### src/hdl/cmd_settings.svh
// ~~~~~~~~~~~~~~~~~~~~
// Bus, memory map and sync word of the command encoder.
// Address constants are sized to the 16-bit bus address.
// ~~~~~~~~~~~~~~~~~~~~
`ifndef CMD_SETTINGS_SVH
`define CMD_SETTINGS_SVH

`define CMD_BUS_AW         16
`define CMD_BUS_DW         8       // Also the serialized byte width
`define CMD_MEM_AW         8       // 256 command bytes

// Registers occupy the bottom of the bus map, the memory follows
`define CMD_REG_COUNT      16'd16

`define CMD_ADDR_RESET     16'd0   // Read gives version, write resets
`define CMD_ADDR_START     16'd1
`define CMD_ADDR_FLAGS     16'd2
`define CMD_ADDR_SIZE_LO   16'd3
`define CMD_ADDR_SIZE_HI   16'd4
`define CMD_ADDR_REPEAT_LO 16'd5
`define CMD_ADDR_REPEAT_HI 16'd6

`define CMD_VERSION        8'd2

// Sent high byte first between commands
`define CMD_SYNC_WORD      16'h817E

`endif

### src/hdl/cmd_pkg.sv
// ~~~~~~~~~~~~~~~~~~~~
// Types shared by the encoder modules.
// ~~~~~~~~~~~~~~~~~~~~
`default_nettype none

package cmd_pkg;

    // Sequencer phases
    typedef enum logic [1:0] {
        INIT = 2'd0,    // Toggle pattern for PLL lock
        SYNC = 2'd1,
        DATA = 2'd2
    } cmd_state_t;

    // Flags register fields
    typedef struct packed {
        logic [2:0] unused_hi;
        logic       output_en;  // Writable, 1 after reset
        logic [1:0] unused_lo;
        logic       syncing;    // Read only
        logic       conf_done;  // Read only
    } cmd_flags_t;

    // Bus byte or decoded fields
    typedef union packed {
        logic [7:0] raw;
        cmd_flags_t f;
    } cmd_flags_u;

endpackage

`default_nettype wire

### src/hdl/cmd_encoder_top.sv
// ~~~~~~~~~~~~~~~~~~~~
// Command encoder top. Bus and serial side share CMD_CLK.
// ~~~~~~~~~~~~~~~~~~~~
`default_nettype none
`include "cmd_settings.svh"

module cmd_encoder_top import cmd_pkg::*; (
    input  wire                    CMD_CLK,
    input  wire                    RST_SYNC,
    input  wire [`CMD_BUS_AW-1:0]  bus_add,
    input  wire [`CMD_BUS_DW-1:0]  bus_data_in,
    input  wire                    bus_wr,
    input  wire                    bus_rd,
    output logic [`CMD_BUS_DW-1:0] bus_data_out,
    output logic                   serial_out,
    output logic                   cmd_en,
    output logic                   cmd_output_en,
    output logic                   cmd_writing,
    output logic                   cmd_loop_start
);

    logic                   start_pulse, soft_rst, output_en;
    logic                   core_rst;
    logic [15:0]            conf_size, conf_repeat;
    logic [`CMD_BUS_DW-1:0] mem_rd_data, rd_data, load_byte;
    logic                   mem_sel_q;
    logic [`CMD_MEM_AW-1:0] rd_addr;
    logic                   syncing, cmd_done, byte_tick;
    cmd_state_t             state;

    assign core_rst = RST_SYNC | soft_rst;  // Soft reset restarts the line

    cmd_regs cmd_regs_inst (
        .CMD_CLK, .RST_SYNC, .bus_add, .bus_data_in, .bus_wr, .bus_rd,
        .mem_rd_data, .mem_sel_q, .syncing, .cmd_done,
        .bus_data_out, .start_pulse, .soft_rst, .conf_size, .conf_repeat, .output_en
    );

    cmd_pattern_mem cmd_pattern_mem_inst (
        .CMD_CLK, .bus_add, .bus_data_in, .bus_wr, .bus_rd,
        .bus_rd_data(mem_rd_data), .mem_sel_q, .rd_addr, .rd_data
    );

    cmd_sequencer cmd_sequencer_inst (
        .CMD_CLK, .RST_SYNC(core_rst), .start_pulse, .conf_size, .conf_repeat,
        .byte_tick, .rd_data, .rd_addr, .load_byte, .state,
        .cmd_writing, .cmd_loop_start, .cmd_done, .syncing
    );

    cmd_serializer cmd_serializer_inst (
        .CMD_CLK, .RST_SYNC(core_rst), .state, .load_byte, .output_en,
        .byte_tick, .serial_out, .cmd_en, .cmd_output_en
    );

endmodule

`default_nettype wire

### src/hdl/cmd_pattern_mem.sv
// ~~~~~~~~~~~~~~~~~~~~
// Command byte store. Both ports read with one cycle latency.
// ~~~~~~~~~~~~~~~~~~~~
`default_nettype none
`include "cmd_settings.svh"

module cmd_pattern_mem (
    input  wire                    CMD_CLK,
    input  wire [`CMD_BUS_AW-1:0]  bus_add,
    input  wire [`CMD_BUS_DW-1:0]  bus_data_in,
    input  wire                    bus_wr,
    input  wire                    bus_rd,
    output logic [`CMD_BUS_DW-1:0] bus_rd_data,
    output logic                   mem_sel_q,
    input  wire [`CMD_MEM_AW-1:0]  rd_addr,
    output logic [`CMD_BUS_DW-1:0] rd_data
);

    logic [`CMD_BUS_DW-1:0] mem [0:(1 << `CMD_MEM_AW)-1];
    logic [`CMD_BUS_AW-1:0] mem_off;
    logic                   hit;

    assign mem_off = bus_add - `CMD_REG_COUNT;
    assign hit = (bus_add >= `CMD_REG_COUNT) && ((mem_off >> `CMD_MEM_AW) == '0);

    always_ff @(posedge CMD_CLK) begin
        if (bus_wr && hit)
            mem[mem_off[`CMD_MEM_AW-1:0]] <= bus_data_in;
        if (bus_rd && hit)
            bus_rd_data <= mem[mem_off[`CMD_MEM_AW-1:0]];
        mem_sel_q <= bus_rd && hit;         // Tells the regs whose byte is out
        rd_data   <= mem[rd_addr];          // Sequencer port
    end

endmodule

`default_nettype wire

### src/hdl/cmd_regs.sv
// ~~~~~~~~~~~~~~~~~~~~
// Register file and bus read path. Read data comes one cycle after
// bus_rd, and is 0 when no read was issued.
// ~~~~~~~~~~~~~~~~~~~~
`default_nettype none
`include "cmd_settings.svh"

module cmd_regs import cmd_pkg::*; (
    input  wire                    CMD_CLK,
    input  wire                    RST_SYNC,
    input  wire [`CMD_BUS_AW-1:0]  bus_add,
    input  wire [`CMD_BUS_DW-1:0]  bus_data_in,
    input  wire                    bus_wr,
    input  wire                    bus_rd,
    input  wire [`CMD_BUS_DW-1:0]  mem_rd_data,
    input  wire                    mem_sel_q,
    input  wire                    syncing,
    input  wire                    cmd_done,
    output logic [`CMD_BUS_DW-1:0] bus_data_out,
    output logic                   start_pulse,
    output logic                   soft_rst,
    output logic [15:0]            conf_size,
    output logic [15:0]            conf_repeat,
    output logic                   output_en
);

    logic [7:0]             size_lo, size_hi;
    logic [7:0]             repeat_lo, repeat_hi;
    logic                   conf_done;
    cmd_flags_u             wr_flags;
    cmd_flags_u             rd_flags;
    logic [`CMD_BUS_DW-1:0] reg_value;
    logic [`CMD_BUS_DW-1:0] reg_rd_q;

    // Decoded in the write cycle so regs and core reset on the same edge
    assign soft_rst    = bus_wr && (bus_add == `CMD_ADDR_RESET);
    assign start_pulse = bus_wr && (bus_add == `CMD_ADDR_START);

    assign conf_size   = {size_hi, size_lo};
    assign conf_repeat = {repeat_hi, repeat_lo};

    always_comb begin
        wr_flags.raw = bus_data_in;
        rd_flags = '0;
        rd_flags.f.output_en = output_en;
        rd_flags.f.syncing   = syncing;
        rd_flags.f.conf_done = conf_done;
    end

    always_ff @(posedge CMD_CLK) begin
        if (RST_SYNC || soft_rst) begin
            output_en <= 1'b1;
            size_lo   <= '0;
            size_hi   <= '0;
            repeat_lo <= 8'd1;      // One pass by default
            repeat_hi <= '0;
        end else if (bus_wr) begin
            case (bus_add)
                `CMD_ADDR_FLAGS:     output_en <= wr_flags.f.output_en;
                `CMD_ADDR_SIZE_LO:   size_lo   <= bus_data_in;
                `CMD_ADDR_SIZE_HI:   size_hi   <= bus_data_in;
                `CMD_ADDR_REPEAT_LO: repeat_lo <= bus_data_in;
                `CMD_ADDR_REPEAT_HI: repeat_hi <= bus_data_in;
                default: ;
            endcase
        end
    end

    // Empty commands never finish, so they leave conf_done set
    always_ff @(posedge CMD_CLK) begin
        if (RST_SYNC || soft_rst)
            conf_done <= 1'b1;
        else if (start_pulse && conf_size != 16'd0)
            conf_done <= 1'b0;
        else if (cmd_done)
            conf_done <= 1'b1;
    end

    always_comb begin
        case (bus_add)
            `CMD_ADDR_RESET:     reg_value = `CMD_VERSION;
            `CMD_ADDR_FLAGS:     reg_value = rd_flags.raw;
            `CMD_ADDR_SIZE_LO:   reg_value = size_lo;
            `CMD_ADDR_SIZE_HI:   reg_value = size_hi;
            `CMD_ADDR_REPEAT_LO: reg_value = repeat_lo;
            `CMD_ADDR_REPEAT_HI: reg_value = repeat_hi;
            default:             reg_value = '0;  // Memory window included
        endcase
    end

    always_ff @(posedge CMD_CLK)
        reg_rd_q <= bus_rd ? reg_value : '0;

    assign bus_data_out = mem_sel_q ? mem_rd_data : reg_rd_q;

    // Register and memory windows never answer the same read
    a_one_read_source: assert property (@(posedge CMD_CLK) disable iff (RST_SYNC)
        mem_sel_q |-> (reg_rd_q == '0));

endmodule

`default_nettype wire

### src/hdl/cmd_sequencer.sv
// ~~~~~~~~~~~~~~~~~~~~
// Chooses the next byte for the serializer. Sizes above the
// memory depth end at the last memory byte; repeat 0 acts as 1.
// ~~~~~~~~~~~~~~~~~~~~
`default_nettype none
`include "cmd_settings.svh"

module cmd_sequencer import cmd_pkg::*; (
    input  wire                    CMD_CLK,
    input  wire                    RST_SYNC,
    input  wire                    start_pulse,
    input  wire [15:0]             conf_size,
    input  wire [15:0]             conf_repeat,
    input  wire                    byte_tick,
    input  wire [`CMD_BUS_DW-1:0]  rd_data,
    output logic [`CMD_MEM_AW-1:0] rd_addr,
    output logic [`CMD_BUS_DW-1:0] load_byte,
    output cmd_state_t             state,
    output logic                   cmd_writing,
    output logic                   cmd_loop_start,
    output logic                   cmd_done,
    output logic                   syncing
);

    localparam logic [15:0] sync_word = `CMD_SYNC_WORD;

    logic [15:0] repeat_cnt;
    logic [15:0] addr_ext;
    logic        data_pending;
    logic        sync_hi;       // High sync byte goes out next
    logic        byte_is_data;  // Serializer holds a memory byte
    logic        loop_mark;
    logic        last_byte;
    logic        last_rep;

    assign addr_ext  = {{(16 - `CMD_MEM_AW){1'b0}}, rd_addr};
    assign last_byte = (addr_ext + 16'd1 >= conf_size) || (&rd_addr);
    assign last_rep  = (repeat_cnt + 16'd1 >= conf_repeat);
    assign syncing   = (state == SYNC);

    always_comb begin
        if (state == DATA)
            load_byte = rd_data;
        else
            load_byte = sync_hi ? sync_word[15:8] : sync_word[7:0];
    end

    always_ff @(posedge CMD_CLK) begin
        if (RST_SYNC) begin
            state          <= INIT;
            rd_addr        <= '0;
            repeat_cnt     <= '0;
            data_pending   <= 1'b0;
            sync_hi        <= 1'b1;
            byte_is_data   <= 1'b0;
            loop_mark      <= 1'b0;
            cmd_writing    <= 1'b0;
            cmd_loop_start <= 1'b0;
            cmd_done       <= 1'b0;
        end else begin
            cmd_done       <= 1'b0;
            cmd_writing    <= byte_is_data;  // Lines up with serial_out
            cmd_loop_start <= loop_mark;

            case (state)
                INIT: if (start_pulse) state <= SYNC;
                SYNC: if (byte_tick) begin
                    sync_hi <= ~sync_hi;
                    // Low byte leaving means the word is complete
                    if (!sync_hi && data_pending) begin
                        state      <= DATA;
                        rd_addr    <= '0;
                        repeat_cnt <= '0;
                    end
                end
                DATA: if (byte_tick) begin
                    if (last_byte) begin
                        rd_addr <= '0;
                        if (last_rep) begin
                            state        <= SYNC;
                            sync_hi      <= 1'b1;
                            data_pending <= 1'b0;
                            cmd_done     <= 1'b1;
                            repeat_cnt   <= '0;
                        end else begin
                            repeat_cnt <= repeat_cnt + 16'd1;
                        end
                    end else begin
                        rd_addr <= rd_addr + 1'b1;
                    end
                end
                default: state <= INIT;
            endcase

            if (byte_tick) begin
                byte_is_data <= (state == DATA);
                loop_mark    <= (state == DATA) && (rd_addr == '0) && (conf_repeat != 16'd1);
            end

            // A new start wins over the clear at the end of a command
            if (start_pulse && conf_size != 16'd0)
                data_pending <= 1'b1;
        end
    end

    a_addr_in_range: assert property (@(posedge CMD_CLK) disable iff (RST_SYNC)
        (state == DATA) |-> (addr_ext < conf_size));

endmodule

`default_nettype wire

### src/hdl/cmd_serializer.sv
// ~~~~~~~~~~~~~~~~~~~~
// MSB-first shifter. load_byte must be stable while byte_tick
// is high; serial_out trails the shift register by one cycle.
// ~~~~~~~~~~~~~~~~~~~~
`default_nettype none
`include "cmd_settings.svh"

module cmd_serializer import cmd_pkg::*; (
    input  wire                    CMD_CLK,
    input  wire                    RST_SYNC,
    input  wire cmd_state_t        state,
    input  wire [`CMD_BUS_DW-1:0]  load_byte,
    input  wire                    output_en,
    output logic                   byte_tick,
    output logic                   serial_out,
    output logic                   cmd_en,
    output logic                   cmd_output_en
);

    logic [2:0]             bit_cnt;
    logic [`CMD_BUS_DW-1:0] shift_q;
    logic [2:0]             en_delay;   // Gives the PLL time before enable

    assign cmd_en = en_delay[2];

    always_ff @(posedge CMD_CLK) begin
        if (RST_SYNC) begin
            bit_cnt       <= '0;
            byte_tick     <= 1'b0;
            serial_out    <= 1'b0;
            en_delay      <= '0;
            cmd_output_en <= 1'b0;
        end else begin
            en_delay      <= {en_delay[1:0], state != INIT};
            cmd_output_en <= output_en;
            if (state == INIT) begin
                bit_cnt    <= '0;
                byte_tick  <= 1'b0;
                serial_out <= ~serial_out;      // 0101 lock pattern
            end else begin
                bit_cnt    <= bit_cnt + 3'd1;
                byte_tick  <= (bit_cnt == 3'd6);  // High with the last bit
                serial_out <= shift_q[`CMD_BUS_DW-1];
            end
        end
    end

    // Data path
    always_ff @(posedge CMD_CLK) begin
        if (state == INIT)
            shift_q <= '0;
        else if (byte_tick)
            shift_q <= load_byte;
        else
            shift_q <= {shift_q[`CMD_BUS_DW-2:0], 1'b0};
    end

    // The next byte has settled a cycle before it is taken
    a_byte_settled: assert property (@(posedge CMD_CLK) disable iff (RST_SYNC)
        byte_tick |-> $stable(load_byte));

endmodule

`default_nettype wire

### config.mk
export PLATFORM = sky130hd
export DESIGN_NAME = cmd_encoder_top
export DESIGN_NICKNAME = d
export VERILOG_FILES = /design/src/hdl/cmd_pkg.sv /design/src/hdl/cmd_encoder_top.sv /design/src/hdl/cmd_pattern_mem.sv /design/src/hdl/cmd_regs.sv /design/src/hdl/cmd_sequencer.sv /design/src/hdl/cmd_serializer.sv
export VERILOG_INCLUDE_DIRS = /design/src /design/src/hdl
export SDC_FILE = /design/constraint.sdc
export NUM_CORES = 2
export LEC_CHECK = 0
export BUFFER_PORTS_ARGS = -buffer_cell sky130_fd_sc_hd__buf_2
export CAP_MARGIN = 20
export CORE_AREA = 10 10 486 488
export CTS_CLUSTER_SIZE = 16
export DETAILED_ROUTE_END_ITERATION = 12
export DIE_AREA = 0 0 496 498
export HOLD_SLACK_MARGIN = 0.1
export PLACE_DENSITY_LB_ADDON = 0.3
export SETUP_SLACK_MARGIN = 0.3
export SYNTH_ARGS = -nofsm -noshare
export SYNTH_HDL_FRONTEND = slang
export SYNTH_SLANG_ARGS = --single-unit
### constraint.sdc
create_clock -name CMD_CLK -period 4.89 [get_ports CMD_CLK]
set_input_delay 0.978 -clock CMD_CLK [delete_from_list [all_inputs] [get_ports CMD_CLK]]
set_output_delay 0.978 -clock CMD_CLK [all_outputs]
set_load 0.05 [all_outputs]
==> metrics.md <==
| Metric | Value |
|---|---|
| Status | `complete, no violations` |
| CTS H-Tree Depth | `4` |
| Clk root buf | `clkbuf_16` |
| Sum Neg Setup Slack | `0 ps` |
| Top-level port count | `41` |
| Hold Startpoint | `cmd_serializer_inst.en_delay[0]` |
| Synth async-reset ratio | `0` |
| Worst-Skew Late Latency | `880 ps` |
| Worst-path fanout max | `12` |
| Area growth from synthesis to layout | `14.00%` |
| CTS buffer count | `219` |
| Synth Flop Type | `edfxtp_1` |
| Resized cells post-CTS | `0` |
| Drt first pass iters | `6` |
| Fmax | `235.4 MHz` |
| DRC violations left | `0` |
| Peak supply drop | `0.0003239 V` |
| RSZ-0062 raised after global routing | `no` |
| Clock period minus final worst setup slack | `4248 ps` |
| Ys Warns | `0` |
| CTS Hold Buffers Added | `0` |
| Sw frac | `0.2149` |
| Initial antenna violation count | `9` |
| Fraction of layout cells with a size suffix above 1 | `0.3628` |
| Clock tree buffer depth | `3` |
| Total chip power | `39.22 mW` |
| Non-filler instance count after layout | `8913` |
| Clk pwr share | `0.434` |
| Area of placed instances | `0.1083 mm²` |
| Most common cell after layout, fill and taps aside | `edfxtp_1` |
| Worst setup margin | `641.6 ps` |
| GRT Total Usage | `0.2571` |
| Die width | `496 µm` |
| Clk_skew | `40.20 ps` |
| DP HPWL | `208300 µm` |
| Routability cong. | `0.9220` |
| WP data arrival | `5070 ps` |
| Critical path endpoint category | `flop` |
| CP startpoint kind | `flop` |
| Met2 WL | `147000 µm` |
| CP Class | `reg -> reg` |
| Pin count of the biggest net entering global routing | `145` |
| Synth Cell Area | `0.1013 mm²` |
| CTS tree | `done` |
| Final Max Tran Viols | `0` |
| Largest cells by area after synthesis | `edfxtp_1, mux4_2, dfxtp_1` |
| Hold Crit Depth | `1` |
| Wire per inst | `36.16 µm` |
| Place WS | `171.2 ps` |
| Die Area | `0.2470 mm²` |
| Inst Count DP | `8504` |
| CTS clk-pin slew, worst paths | `60 ps` |
| TritonCTS Sinks | `2157` |
| Highest metal layer with signal wires | `met5` |
| Most frequent cells in the layout | `edfxtp_1, mux4_2, buf_4, nor2_1, nand2_1` |
| Leak | `36.46 nW` |
| CORE AREA | `0.2264 mm²` |
| Met1 Routed Length | `118700 µm` |
| Top cell type's share of synthesized area | `0.6094` |
| Count of cell types in the netlist | `72` |
| Final Cycle Share | `0.8688` |
| Buffers added on ports | `40` |
| Reg2reg setup slack | `640 ps` |
| Post-synthesis register bit count | `2157` |
| Antenna-violating nets left | `0` |
| Util after Layout | `0.5102` |
| EDFF count, synth | `2056` |
| Met3 routed WL | `38410 µm` |
| Max cap viols | `0` |
| P_sw | `8.427 mW` |
| Max-slew headroom | `0.1467` |
| Routed WL | `322300 µm` |
| Worst r2r dst | `cmd_sequencer_inst.repeat_cnt[7]` |
| Starting DRC count in detailed routing | `8778` |
| Syn Inst Count | `5278` |
| Initial core utilization | `0.4475` |
| R2r worst-path depth | `16` |
| Hold Path End | `cmd_serializer_inst.en_delay[1]` |
| Worst endpoint required time | `5710 ps` |
| Reg2Reg Launch Point | `cmd_sequencer_inst.repeat_cnt[0]` |
| Final hold slack | `423.8 ps` |
| Post-layout nets | `5783` |
| Grt ovf | `0` |
| Die Y | `498 µm` |
| Hold Crit Class | `reg -> reg` |
| Final hold vios | `0` |
| Final instance area | `0.1155 mm²` |
| Flop pwr share | `0.515` |
| Pwr dens | `339.5 mW/mm²` |
| Drt via density | `6.673` |
| Avg Inst Size Synth | `19.20 µm²` |
| Vias | `59.47k` |
| FP Rows | `175` |
| Vias in the first global route | `59.28k` |
| Syn nets | `5345` |
| Endpoints failing setup | `0` |
| Yosys top cell by area | `edfxtp_1` |
| Comb pwr share | `0.050` |
| Post-CTS setup buffer count | `0` |
| Slew @ Worst Pin | `1274 ps` |
| Sequential area share after synthesis | `0.6293` |
| First-pass GRT wire length | `453700 µm` |
| Internal power | `30.79 mW` |
==> worst max-delay path by stage <==
stage	from	to
final	cmd_sequencer_inst.repeat_cnt[0]	cmd_sequencer_inst.repeat_cnt[7]
after floorplan	cmd_sequencer_inst.rd_addr[0]	cmd_sequencer_inst.rd_addr[0]
after global placement	bus_add[0]	cmd_pattern_mem_inst.bus_rd_data[1]
after CTS	cmd_sequencer_inst.repeat_cnt[0]	cmd_sequencer_inst.repeat_cnt[9]
after global routing	cmd_sequencer_inst.repeat_cnt[0]	cmd_sequencer_inst.repeat_cnt[7]
after detailed placement	bus_add[0]	cmd_pattern_mem_inst.bus_rd_data[1]
==> critical path: stages (launching register included) <==
cell      delay, ps
dfxtp_1         440
ha_1            280
nand3_1         160
nor2_1          240
and3_1          260
nand3_1         170
nor2_1          180
xor2_1          240
ha_1            280
nand4_1         120
or2_2           130
nor3_1           60
a221oi_1        280
o221ai_1        350
or3_1           610
nor3b_1         290
a21o_1          110
==> layout make-up <==
type	count	area (µm²)
diodes	6	15.01
clock buffers	278	5807
clock inverters	125	1368
fillers	18030	110900
inverters	49	192.7
multi-input cells	2664	35110
flip-flops and latches	2157	63780
well taps	3009	3765
repair buffers	625	5472
==> sequential cells by signal, indices dropped and copies added, names as in the netlist, 3 cells and up <==
name	count
cmd_regs_inst.repeat_hi	8
cmd_regs_inst.reg_rd_q	8
cmd_pattern_mem_inst.mem	2048
cmd_serializer_inst.bit_cnt	3
cmd_regs_inst.size_hi	8
cmd_serializer_inst.shift_q	8
cmd_serializer_inst.en_delay	3
cmd_pattern_mem_inst.rd_data	8
cmd_pattern_mem_inst.bus_rd_data	8
cmd_regs_inst.repeat_lo	8
cmd_sequencer_inst.repeat_cnt	16
cmd_regs_inst.size_lo	8
cmd_sequencer_inst.rd_addr	8
==> layer usage <==
layer,vias up,track usage
met5,-,0.0003913
met4,8,0.1231
met3,756,0.06814
met2,3958,0.3871
met1,31410,0.3489
li1,23340,-
==> Yosys cell counts, types with 22 or more instances <==
| master | number |
|---|---|
| a21oi_1 | 79 |
| a221oi_1 | 34 |
| a22o_1 | 23 |
| a22oi_1 | 76 |
| a31oi_1 | 24 |
| buf_1 | 42 |
| buf_2 | 114 |
| buf_4 | 35 |
| buf_6 | 38 |
| clkbuf_1 | 157 |
| dfxtp_1 | 101 |
| edfxtp_1 | 2056 |
| ha_1 | 39 |
| inv_1 | 45 |
| mux2_2 | 22 |
| mux2i_1 | 172 |
| mux4_2 | 1136 |
| nand2_1 | 243 |
| nand3_1 | 64 |
| nor2_1 | 382 |
| nor3_1 | 22 |
| o21ai_0 | 48 |
| o22ai_1 | 27 |
==> power groups by stage <==
stage | registers, mW | logic, mW | clock network, mW
detailed placement | 20.6 | 1.95 | 0
global placement | 20.6 | 1.93 | 0
global route | 20.2 | 2.03 | 17.9
floorplan | 20.6 | 0.969 | 0
CTS | 20.2 | 1.95 | 17.2
finish | 20.2 | 1.97 | 17.0
==> logic make-up (layout without fill, tap and decap cells) <==
kind of cell             count (synthesis)  after routing  synth area share
multiplexers                          1334           1334            0.2730
AO/OA/AOI/OAI                          439            439           0.03046
buffers and inverters                  457           1077           0.02529
adder cells (fa/ha/maj)                 39             39          0.004816
AND/OR/NAND/NOR                        820            820           0.03437
flip-flops                            2157           2157            0.6293
XOR/XNOR                                32             32          0.002766
other                                    0              6                 0
Power figures use the tool's default switching activity.
